## src/include/epb_opb_settings.svh

```systemverilog
`ifndef EPB_OPB_SETTINGS_SVH
`define EPB_OPB_SETTINGS_SVH

// bridge gives up after this many cycles in the wait state
`define EPB_OPB_TIMEOUT_CYCLES 512

// wait states inserted by the register slave before it answers
`define SLAVE_WAIT_CYCLES 3

// slave memory size in 32-bit words
`define SLAVE_DEPTH_WORDS 256

// region codes from OPB address bits 26 to 24 (addr_gp[2:0])
// region 0 is backed by memory
`define REGION_MEM 3'd0
// region 1 answers with an error acknowledge
`define REGION_ERR 3'd1

`endif

```

## src/logic/epb_opb_pkg.sv

```systemverilog
package epb_opb_pkg;

  // bridge FSM states
  typedef enum logic {
    ST_IDLE = 1'b0,
    ST_WAIT = 1'b1
  } bridge_state_e;

  // EPB pins as seen after the input registers
  typedef struct packed {
    logic        cs_n;
    logic        oe_n;
    logic        r_w_n;
    logic [1:0]  be_n;
    logic [22:0] addr;
    logic [5:0]  addr_gp;
    logic [15:0] data;
  } epb_req_t;

  // OPB master outputs
  // be and dbus are big-endian so be[0] covers dbus[0:7]
  // abus is numbered from the lsb so the region sits in bits 26:24
  typedef struct packed {
    logic        select;
    logic        rnw;
    logic [0:3]  be;
    logic [31:0] abus;
    logic [0:31] dbus;
  } opb_master_t;

  // slave reply with single-cycle acks
  typedef struct packed {
    logic        xfer_ack;
    logic        err_ack;
    logic [0:31] dbus;
  } opb_reply_t;

endpackage

```

## src/logic/epb_capture.sv

```systemverilog
`timescale 1ns/1ns

module epb_capture import epb_opb_pkg::*; (
  input  logic        OPB_Clk,
  input  logic        rst_n,
  input  logic        epb_cs_n,
  input  logic        epb_oe_n,
  input  logic        epb_r_w_n,
  input  logic [1:0]  epb_be_n,
  input  logic [22:0] epb_addr,
  input  logic [5:0]  epb_addr_gp,
  input  logic [15:0] epb_data_i,
  output epb_req_t    req,
  output logic        trans_strb
);

  logic        cs_n_q;
  logic        oe_n_q;
  logic        prev_cs_n;
  logic        r_w_n_q;
  logic [1:0]  be_n_q;
  logic [22:0] addr_q;
  logic [5:0]  addr_gp_q;
  logic [15:0] data_q;

  // strobes idle high out of reset so no transfer or drive is seen
  always_ff @(posedge OPB_Clk or negedge rst_n) begin
    if (!rst_n) begin
      cs_n_q    <= 1'b1;
      oe_n_q    <= 1'b1;
      prev_cs_n <= 1'b1;
    end else begin
      cs_n_q    <= epb_cs_n;
      oe_n_q    <= epb_oe_n;
      prev_cs_n <= cs_n_q;
    end
  end

  always_ff @(posedge OPB_Clk) begin
    r_w_n_q   <= epb_r_w_n;
    be_n_q    <= epb_be_n;
    addr_q    <= epb_addr;
    addr_gp_q <= epb_addr_gp;
    data_q    <= epb_data_i;
  end

  // new transaction when registered chip select drops
  assign trans_strb = prev_cs_n & ~cs_n_q;

  assign req.cs_n    = cs_n_q;
  assign req.oe_n    = oe_n_q;
  assign req.r_w_n   = r_w_n_q;
  assign req.be_n    = be_n_q;
  assign req.addr    = addr_q;
  assign req.addr_gp = addr_gp_q;
  assign req.data    = data_q;

endmodule

```

## config.mk

```make
export PLATFORM = sky130hd
export DESIGN_NAME = epb_capture
export DESIGN_NICKNAME = d
export VERILOG_FILES = /design/src/include/epb_opb_settings.svh /design/src/logic/epb_opb_pkg.sv /design/src/logic/epb_capture.sv
export SDC_FILE = /design/constraint.sdc
export NUM_CORES = 1
export LEC_CHECK = 0
export BUFFER_PORTS_ARGS = -buffer_cell sky130_fd_sc_hd__buf_4
export CORE_MARGIN = 2
export CORE_UTILIZATION = 31
export DETAILED_ROUTE_END_ITERATION = 10
export GPL_ROUTABILITY_DRIVEN = 0
export PLACE_DENSITY = 0.74
export SYNTH_ARGS = -nofsm -noshare
export SYNTH_HDL_FRONTEND = slang
export SYNTH_SLANG_ARGS = --single-unit
```

## constraint.sdc

```tcl
create_clock -name OPB_Clk -period 0.85 [get_ports OPB_Clk]
set_input_delay 0.17 -clock OPB_Clk [delete_from_list [all_inputs] [get_ports OPB_Clk]]
set_output_delay 0.17 -clock OPB_Clk [all_outputs]
set_load 0.02 [all_outputs]
```

After elaboration in Yosys (flattened, before gate mapping)
Index checks and enable logic that the tools add are counted.
Widths: inputs -> output; s select.
{ "word_totals": {"out_inout_bits": 51, "input_bits": 52, "regBits": 51, "elab_cells": 10} }
{ "classes": {"bitwise": 2} }
{ "ops": {"columns": ["cell", "n"], "rows": [
  ["$and 1x1->1", 1],
  ["$not 1->1", 1]
]} }

Longest topological paths before layout
Gate-level depths: netlist of the first run.
{ "logic_depth": {"word_depth": 2, "depth_mapped": 1, "mapped_depth_nobuf": 1} }

Worst setup path before layout of the first run
Ideal clock, no wire load.
{ "synth_timing": {"path_type": "register to output", "from": "reg cs_n_q", "to": "out req[49] (netlist bit)", "t_required_ns": 0.680, "path_stages_with_launch": 2, "t_arrival_ns": 0.677, "setup_slack_ns": 0.003, "cell_sequence": "dfstp_2 buf_4"} }
{ "synth_lines": {"columns": ["item", "line_no", "text"], "rows": [
  ["start: declaration", "epb_capture.sv:17", "logic cs_n_q;"],
  ["start signal: assignment", "epb_capture.sv:33", "cs_n_q <= epb_cs_n;"],
  ["end: declaration", "epb_capture.sv:13", "output epb_req_t req,"]
]} }
No word-level cell between the ends.

Worst setup path after layout of the first run
{ "layout_timing": {"from": "reg prev_cs_n", "to": "out trans_strb"} }
{ "layout_between": {"elab_chain_cells": 1} }
{ "layout_lines": {"columns": ["item", "line_no", "text"], "rows": [
  ["start: declaration", "epb_capture.sv:19", "logic prev_cs_n;"],
  ["start signal: assignment", "epb_capture.sv:35", "prev_cs_n <= cs_n_q;"],
  ["$and 1x1->1", "epb_capture.sv:48", "assign trans_strb = prev_cs_n & ~cs_n_q;"],
  ["end: declaration", "epb_capture.sv:14", "output logic trans_strb"]
]} }
Every way passes these cells.

==> metrics.md, run 1 <==
| Metric | Value |
|---|---|
| Status | `complete, but fails checks` |
| Violated checks | `setup timing` |
| IO buf count | `about 100` |
| Setup bufs post-CTS | `0` |
| Hold Path Class | `in2async` |
| Crit end category | `output pin` |
| Worst skew pair latency | `between 0.3 and 0.4 ns` |
| 1st-iter DRT viols | `16` |
| Vias in the first global route | `between 1000 and 1500` |
| Placed insts | `200` |
| H-Tree Depth | `2` |
| Finish-stage setup viols | `51` |
| Max Cap Viol | `0` |
| # IOs | `103` |
| Worst setup margin | `-0.447 ns` |
| Design Area, Final | `0.00269 sq mm` |
| Clock Sinks | `51` |
| Fmax achieved | `about 770 MHz` |
| Via density per instance | `roughly 3.8` |
| Finished Core Util | `between 80 and 90%` |
| Worst R2R Start | `cs_n_q` |
| Worst slew pin tran | `approximately 0.13 ns` |
| GR Util All Layers | `18.4%` |
| TritonCTS buffer count | `5` |
| Final hold violations | `0` |
| CTS tree | `built` |
| Non-filler cells, final | `259` |
| Arrival time worst endpoint | `1.13 ns` |
| Peak VDD IR | `approximately 0.0011 V` |
| Setup TNS | `-7.68 ns` |
| Sequential area share after synthesis | `a little over nine tenths` |
| Die X | `62.9 microns` |
| Worst-case clock buffer depth | `2` |
| Filler cell count | `~180` |
| First-pass GRT wire length | `~5300 microns` |
| Avg WL per Cell | `approximately 13 microns` |
| Antenna cells | `0` |
| Max Slew Vio Count | `0` |
| Congestion Overflow GR | `0` |
| Die Span Y | `62.9 microns` |
| Fin crit share | `153%` |
| Synthesized instance count | `55` |
| Worst-path clk slew | `0.12 ns` |
| Crit path time final | `around 1.3 ns` |
| Syn Area/Cell | `approximately 20 sq um` |
| Initial antenna violation count | `0` |
| Post-synthesis register bit count | `51` |
| Slew headroom | `around nine tenths` |
| Core Region | `around 0.0033 sq mm` |
| Total Wirelength | `between 3000 and 4000 microns` |
| LEAKAGE | `about 0.0012 uW` |
| Synth-to-layout area growth | `150%` |
| Final nets | `about 260` |
| Hold slack | `just over 0.3 ns` |
| Largest net degree at the start of global routing | `16` |
| Syn nets | `107` |
| Unique cell type count in the Yosys netlist | `4` |
| Reg2reg path depth | `0` |
| Via count | `980` |
| CTS root buf | `clkbuf_4` |
| Starting Density | `between 30% and 40%` |
| DR pass1 iterations | `4` |
| # rows | `21` |
| Worst path required time | `slightly below 0.7 ns` |
| Final Skew | `0.000632 ns` |
| Share of layout cells above drive strength 1 | `between 70% and 80%` |
| Worst setup SP type | `register` |
| Mapped cell area | `between 0.001 and 0.0015 sq mm` |
| ANT nets after route | `0` |
| Unrepaired setup endpoints after global routing | `yes` |
| Worst Path Max Fanout | `1` |
| PwrDens | `between 1500 and 2000 mW/mm^2` |
| DRC Markers | `0` |
| Critical Setup Path Class | `reg2out` |
| R2R Setup Slk | `roughly 0.20 ns` |
| Most frequent cells in the layout | `dlygate4sd3_1 (51), buf_4 (51), buf_6 (51)` |
| RR Endpoint | `prev_cs_n` |
| Die Area | `roughly 0.0040 sq mm` |
| Yosys warns | `0` |
| Placed Area | `around 0.0019 sq mm` |
worst max path at each step:
| stage | startpoint | endpoint | slack, ns |
|---|---|---|---|
| after floorplan | cs_n_q | req[49] | 0.003 |
| after global placement | prev_cs_n | trans_strb | -0.06 |
| after detailed placement | prev_cs_n | trans_strb | -0.07 |
| after CTS | prev_cs_n | trans_strb | -0.48 |
| after global routing | prev_cs_n | trans_strb | -0.50 |
| final | prev_cs_n | trans_strb | -0.45 |
final cells by class:
type | instances | area (sq um) | area share [%]
flip-flops and latches | 51 | 1100 | 40.8
repair buffers | 153 | 1470 | 54.5
multi-input cells | 1 | 13.8 | 0.511
well taps | 46 | 57.6 | 2.14
clock inverters | 2 | 12.5 | 0.465
clock buffers | 6 | 41.3 | 1.53
Yosys cell counts:
library cell | n | area [sq um]
buf_4 | 3 | 22.5
dfstp_2 | 3 | 78.8
dfxtp_1 | 48 | 961
nor2b_4 | 1 | 13.8
power breakdown:
part	switching (uW)	leakage, uW	internal [uW]
registers	62.1	0.000437	2550
clock network	690	0.0000282	320
logic	290	0.000774	533
total	1040	0.00124	3400
stage by stage:
stage | setup slack, ns | power, uW
finish | -0.447 | 4450
global route | -0.498 | 4650
CTS | -0.481 | 4480
detailed placement | -0.0689 | 3170
global placement | -0.0586 | 3150
floorplan | 0.00253 | 2800
logic make-up (layout without fill, tap and decap cells):
family	count (synthesis)	count (layout)	synth area share, %
flip-flops	51	51	96.6
buffers and inverters	3	161	2.09
AND/OR/NAND/NOR	1	1	1.28
critical path: stages (launching register included):
cell     delay (ns)
dfstp_2        0.54
nor2b_4        0.13
buf_6          0.11
timing repair:
item | 4_1_cts | 5_1_grt
endpoints found under the hold margin | 53 | 0
gates resized for setup | 99 | 0
cloned | 0 | 0
pin swaps | 0 | 0
setup endpoints to repair | 51 | 51
hold buffers | 51 | 0
sequential cells by signal (all words and copies together), names as in the netlist:
register   count
oe_n_q         1
r_w_n_q        1
data_q        16
addr_gp_q      6
be_n_q         2
prev_cs_n      1
cs_n_q         1
addr_q        23
layer usage:
metal,track usage (%),routed length (microns)
met1,17.8,1180
met2,34.4,1890
met3,8.29,309
met5,0,0
met4,5.83,30
Note: power is estimated with default switching activity, not from simulation.
==> run 2: changes to the inputs <==
--- a/config.mk
+++ b/config.mk
@@ -6,8 +6,11 @@
 export NUM_CORES = 1
 export LEC_CHECK = 0
 export BUFFER_PORTS_ARGS = -buffer_cell sky130_fd_sc_hd__buf_4
+export CELL_PAD_IN_SITES_DETAIL_PLACEMENT = 1
+export CELL_PAD_IN_SITES_GLOBAL_PLACEMENT = 2
 export CORE_MARGIN = 2
-export CORE_UTILIZATION = 31
+export CORE_UTILIZATION = 18
+export CTS_CLUSTER_SIZE = 10
 export DETAILED_ROUTE_END_ITERATION = 10
 export GPL_ROUTABILITY_DRIVEN = 0
 export PLACE_DENSITY = 0.74
==> run 2 against run 1 <==
Compared with the run above:
- the run still ends with setup timing left
- worst setup slack improved by 0.068 ns
- register-to-register slack got worse by 0.08 ns
- worst hold slack improved by 0.058 ns
- maximum frequency rose by 5.5%
- sequential power barely moved
- sequential share of layout area shrank 1.1 points
- cell count rose by 11%
- non-clock buffer count up 1
- final area is 2.7% higher
- power grew 7.6%
- count of clock-buffer cells in the layout stayed put
- first-iteration DRC count shrank 50%
- critical path type unchanged
==> metrics.md, run 2 (synthesis gave the netlist of run 1 again) <==
| Metric | Value |
|---|---|
| IO buf count | `102 (unchanged)` |
| Commonest non-fill, non-tap cell in the layout | `buf_4` |
| First-pass GRT wire length | `5420 microns (+2.1%)` |
| Final hold violations | `0 (unchanged)` |
| Worst setup margin | `-0.379 ns (+0.0678 ns)` |
| Filler cell count | `605 (+240%)` |
| Regs by FF count | `addr_q: 23 flops, data_q: 16 flops, addr_gp_q: 6 flops` |
| Worst-path clk slew | `0.08 ns (-0.04 ns)` |
| Slew headroom | `93.8% (+2.8 points)` |
| Crit path launch | `prev_cs_n` |
| Die Area | `0.00661 sq mm (+67%)` |
| Critical Setup Path Class | `reg2out` |
| Die X | `81.3 microns (+29%)` |
| Share of layout cells above drive strength 1 | `76.1% (+0.47 points)` |
| Via count | `1020 (+4.1%)` |
| R2R Setup Slk | `0.12 ns (-0.08 ns)` |
| Worst setup SP type | `register` |
| RR Endpoint | `prev_cs_n` |
| Max Slew Vio Count | `0 (unchanged)` |
| Worst skew pair latency | `0.29 ns (-0.06 ns)` |
| Max Cap Viol | `0 (unchanged)` |
| Avg WL per Cell | `12.8 microns (-2.4%)` |
| Finish-stage setup viols | `51 (unchanged)` |
| Placed Area | `0.00191 sq mm (+1.9%)` |
| Starting Density | `18.4% (-14 points)` |
| Peak VDD IR | `0.000728 V (-32%)` |
| Via density per instance | `3.54 (-6.4%)` |
| Die Span Y | `81.3 microns (+29%)` |
| Total Wirelength | `3700 microns (+8.6%)` |
| DRC Markers | `0 (unchanged)` |
| Status | `complete, but fails checks` |
| Worst path required time | `0.68 ns (about the same)` |
| Final Skew | `0.000963 ns (+0.000331 ns)` |
| DR pass1 iterations | `2 (-2)` |
| PwrDens | `1730 mW/mm^2 (+4.8%)` |
| Synth-to-layout area growth | `157%` |
| Congestion Overflow GR | `0 (unchanged)` |
| Antenna cells | `0 (unchanged)` |
| ANT nets after route | `0 (unchanged)` |
| Hold Path Class | `in2async` |
| Design Area, Final | `0.00277 sq mm (+2.7%)` |
| Arrival time worst endpoint | `1.06 ns (-0.07 ns)` |
| CTS root buf | `clkbuf_8` |
| Fin crit share | `145% (-8.0 points)` |
| GR Util All Layers | `11.4% (-7.1 points)` |
| Most frequent cells in the layout | `buf_4 (53), dlygate4sd3_1 (51), buf_6 (50)` |
| Largest register FFs | `23 (unchanged)` |
| Initial antenna violation count | `0 (unchanged)` |
| Largest net degree at the start of global routing | `15 (-1)` |
| Vias in the first global route | `1170 (+8.2%)` |
| TritonCTS buffer count | `5 (unchanged)` |
| Crit path time final | `1.23 ns (-0.0678 ns)` |
| Biggest register | `addr_q` |
| Violated checks | `setup timing` |
| Worst R2R Start | `cs_n_q` |
| Worst-case clock buffer depth | `2 (unchanged)` |
| Fmax achieved | `814 MHz (+5.5%)` |
| Crit end category | `output pin` |
| LEAKAGE | `0.00126 uW (+1.8%)` |
| Setup TNS | `-3.60 ns (+4.09 ns)` |
| # IOs | `103 (unchanged)` |
| # rows | `28 (+33%)` |
| End of the critical path | `trans_strb` |
| Worst slew pin tran | `0.0920 ns (-0.0427 ns)` |
| Unrepaired setup endpoints after global routing | `yes` |
| H-Tree Depth | `2 (unchanged)` |
| Final nets | `265 (+0.38%)` |
| Core Region | `0.00585 sq mm (+75%)` |
| Reg2reg path depth | `1 (+1)` |
| Worst Path Max Fanout | `1 (unchanged)` |
| Clock Sinks | `51 (unchanged)` |
| 1st-iter DRT viols | `8 (-8)` |
| CTS tree | `built` |
## run 2: changes by cell type in the layout (fill, tap and decap cells not counted)
cell        previous run  this run
clkbuf_4               5         0
clkinvlp_4             1         0
clkbuf_8               0         6
buf_4                 51        53
clkbuf_1               1         0
buf_6                 51        50
## run 2: area by class of cell
type	instances	area, sq um	share of cell area, %
Clock buffer	6	82.6	2.99
Clock inverter	1	5.00	0.181
Multi-Input combinational cell	1	13.8	0.498
Sequential cell	51	1100	39.8
Tap cell	75	93.8	3.39
Timing Repair Buffer	154	1470	53.2
## run 2: timing repair
action	CTS	global route
endpoints found under the setup margin	51	51
resized for setup	98	0
endpoints found under the hold margin	53	0
hold buffers	51	0
buffers inserted	1	0
## run 2: worst min-delay path by stage
stage / end / slack (ns) / depth (start not counted)
floorplan: cs_n_q / 0.02 / 0
global placement: prev_cs_n / 0.12 / 1
detailed placement: cs_n_q / 0.13 / 1
CTS: cs_n_q / 0.35 / 2
global route: cs_n_q / 0.38 / 2
finish: cs_n_q / 0.36 / 2
## run 2: through the flow
stage	hold slack (ns)	setup WS [ns]	util, %	std cells	total power [uW]
2_1_floorplan	0.0222	0.00253	-	55	2800
3_3_place_gp	0.123	-0.0631	32.7	229	3150
3_5_place_dp	0.131	-0.0744	32.7	229	3170
4_1_cts	0.355	-0.398	47.3	288	4870
5_1_grt	0.376	-0.425	47.3	288	5040
6_report	0.362	-0.379	47.3	288	4780
## run 2: power by group
group / switching (uW) / internal [uW] / total [uW]
Sequential: 61.9 / 2550 / 2610
Clock: 712 / 639 / 1350
Combinational: 288 / 534 / 822
Total: 1060 / 3720 / 4780
## run 2: layer usage
metal / vias to the layer above / track usage (%) / routed length [microns]
met5: - / 0 / 0
met1: 489 / 8.73 / 953
met4: 0 / 3.56 / 22
li1: 477 / - / -
met2: 50 / 24.4 / 2430
met3: 4 / 4.56 / 293
## run 2: critical path, cell delays in order, from the launching register on
cell and delay [ns]:
dfstp_2 0.53, nor2b_4 0.13, buf_6 0.11
==> run 3: changes to the inputs <==
--- a/config.mk
+++ b/config.mk
@@ -5,15 +5,15 @@
 export SDC_FILE = /design/constraint.sdc
 export NUM_CORES = 1
 export LEC_CHECK = 0
-export BUFFER_PORTS_ARGS = -buffer_cell sky130_fd_sc_hd__buf_4
 export CELL_PAD_IN_SITES_DETAIL_PLACEMENT = 1
 export CELL_PAD_IN_SITES_GLOBAL_PLACEMENT = 2
 export CORE_MARGIN = 2
-export CORE_UTILIZATION = 18
+export CORE_UTILIZATION = 29
 export CTS_CLUSTER_SIZE = 10
 export DETAILED_ROUTE_END_ITERATION = 10
+export DONT_BUFFER_PORTS = 1
 export GPL_ROUTABILITY_DRIVEN = 0
-export PLACE_DENSITY = 0.74
+export PLACE_DENSITY = 0.69
 export SYNTH_ARGS = -nofsm -noshare
 export SYNTH_HDL_FRONTEND = slang
 export SYNTH_SLANG_ARGS = --single-unit
==> run 3 against run 2 <==
Compared with the run above:
- the run still ends with setup timing left
- sequential power increased by 3%
- worst setup slack improved by 0.023 ns
- count of clock-buffer cells in the layout decreased by 1
- cell count decreased by 45%
- power decreased by 10%
- critical path depth decreased by 1
- largest power group unchanged
- highest routed layer unchanged
==> metrics.md, run 3 (synthesis gave the netlist of run 1 again) <==
| Metric | Value |
|---|---|
| Clock Sinks | `51 (unchanged)` |
| Filler cell count | `349 (-42%)` |
| # IOs | `103 (unchanged)` |
| Placed insts | `100 (-56%)` |
| Biggest register | `addr_q` |
| Crit-path cells | `nor2b_4` |
| Die X | `64.9 microns (-20%)` |
| Hold slack | `0.293 ns (-0.0685 ns)` |
| Antenna cells | `0 (unchanged)` |
| Avg WL per Cell | `17.5 microns (+36%)` |
| Largest stage delay, worst path | `0.64 ns (+0.11 ns)` |
| Status | `complete, but fails checks` |
| Violated checks | `setup timing` |
| CTS root buf | `clkbuf_8` |
| Non-filler cells, final | `159 (-45%)` |
| Die Span Y | `64.9 microns (-20%)` |
| Unrepaired setup endpoints after global routing | `yes` |
| Core Region | `0.00361 sq mm (-38%)` |
| Worst-case clock buffer depth | `2 (unchanged)` |
| Starting Density | `29.8% (+11 points)` |
| Critical Setup Path Class | `reg2out` |
| Die Area | `0.00421 sq mm (-36%)` |
| Peak VDD IR | `0.00119 V (+64%)` |
| Placed Area | `0.00111 sq mm (-42%)` |
| Arrival time worst endpoint | `1.04 ns (-0.02 ns)` |
| First-pass GRT wire length | `3960 microns (-27%)` |
| Total Wirelength | `2790 microns (-25%)` |
| Worst Path Max Fanout | `3 (+2)` |
| Synth-to-layout area growth | `76.5%` |
| Fmax achieved | `829 MHz (+1.9%)` |
| Post-place setup slack | `-0.0122 ns (+0.0622 ns)` |
| Initial antenna violation count | `0 (unchanged)` |
| LEAKAGE | `0.000723 uW (-43%)` |
| Crit path time final | `1.21 ns (-0.0227 ns)` |
| Crit end category | `output pin` |
| Via count | `597 (-41%)` |
| Vias in the first global route | `664 (-43%)` |
| Max Slew Vio Count | `0 (unchanged)` |
| Slew headroom | `87.9% (-5.9 points)` |
| Largest net degree at the start of global routing | `19 (+4)` |
| Via density per instance | `3.75 (+6.0%)` |
| Worst setup margin | `-0.356 ns (+0.0227 ns)` |
| H-Tree Depth | `2 (unchanged)` |
| Regs by FF count | `addr_q: 23 flops, data_q: 16 flops, addr_gp_q: 6 flops` |
| CP bufs+invs | `0 (-1)` |
| Max Cap Viol | `0 (unchanged)` |
| Worst setup SP type | `register` |
| Finish-stage setup viols | `39 (-24%)` |
| TritonCTS buffer count | `5 (unchanged)` |
| 1st-iter DRT viols | `22 (+14)` |
| ANT nets after route | `0 (unchanged)` |
| Final hold violations | `0 (unchanged)` |
| Worst skew pair latency | `0.31 ns (+0.02 ns)` |
| Setup bufs post-CTS | `0 (-1)` |
| Commonest non-fill, non-tap cell in the layout | `dlygate4sd3_1` |
| Worst slew pin tran | `0.181 ns (+0.0888 ns)` |
| Design Area, Final | `0.00190 sq mm (-31%)` |
| GR Util All Layers | `14.3% (+2.9 points)` |
| Top delay family on crit path | `flip-flops` |
| IO buf count | `0 (-100%)` |
| Most frequent cells in the layout | `dlygate4sd3_1 (51), dfxtp_4 (48), clkbuf_8 (5)` |
| Largest register FFs | `23 (unchanged)` |
| Congestion Overflow GR | `0 (unchanged)` |
| Crit path max-delay cell type | `dfstp_2` |
| # rows | `22 (-21%)` |
| Fin crit share | `142% (-2.7 points)` |
| DR pass1 iterations | `2 (unchanged)` |
| Hold Path Class | `in2async` |
| Share of layout cells above drive strength 1 | `54.1% (-22 points)` |
| CTS tree | `built` |
| DRC Markers | `0 (unchanged)` |
| Final nets | `162 (-39%)` |
| Setup TNS | `-1.21 ns (+2.39 ns)` |
| Worst-path clk slew | `0.10 ns (+0.02 ns)` |
| PwrDens | `2260 mW/mm^2 (+31%)` |
| Final Skew | `0.00172 ns (+0.000755 ns)` |
| Worst path required time | `0.68 ns (about the same)` |
## run 3: cell type report
class                   count  area, sq um  area share [%]
flip-flops and latches     51         1220            64.2
repair buffers             51          510            26.9
clock buffers               5         68.8            3.62
well taps                  48         60.1            3.16
clock inverters             3         26.3            1.38
multi-input cells           1         13.8           0.725
## run 3: metrics by stage
step / power (uW) / util, %
CTS: 4320 / 52.7
detailed placement: 2810 / 30.9
global route: 4520 / 52.7
floorplan: 2800 / -
global placement: 2810 / 30.9
finish: 4300 / 52.7
## run 3: routing by layer
metal | up-vias | track usage [%] | wire length, microns
met5 | - | 0 | 0
met4 | 0 | 7.98 | 51
met3 | 4 | 6.60 | 272
met2 | 56 | 27.6 | 1620
met1 | 262 | 11.6 | 845
li1 | 275 | - | -
## run 3: repair_timing
item,4_1_cts,5_1_grt
hold buffers,51,0
resized for setup,96,0
endpoints found under the hold margin,53,0
setup endpoints to repair,51,51
## run 3: worst paths after layout
path / from / end / slack (ns) / cells past startpoint
worst min-delay path: rst_n / cs_n_q / 0.29 / 1
worst max-delay path: cs_n_q / trans_strb / -0.36 / 1
min in group OPB_Clk: epb_cs_n / cs_n_q / 0.40 / 1
max in group asynchronous: rst_n / oe_n_q / 0.53 / 1
worst min register to register: cs_n_q / prev_cs_n / 0.45 / 0
worst max register to register: cs_n_q / prev_cs_n / 0.13 / 0
## run 3: report_power, final
part	switching [uW]	internal, uW	leakage [uW]
Sequential	219	2470	0.000453
Clock	810	606	0.0000491
Combinational	40.2	159	0.000220
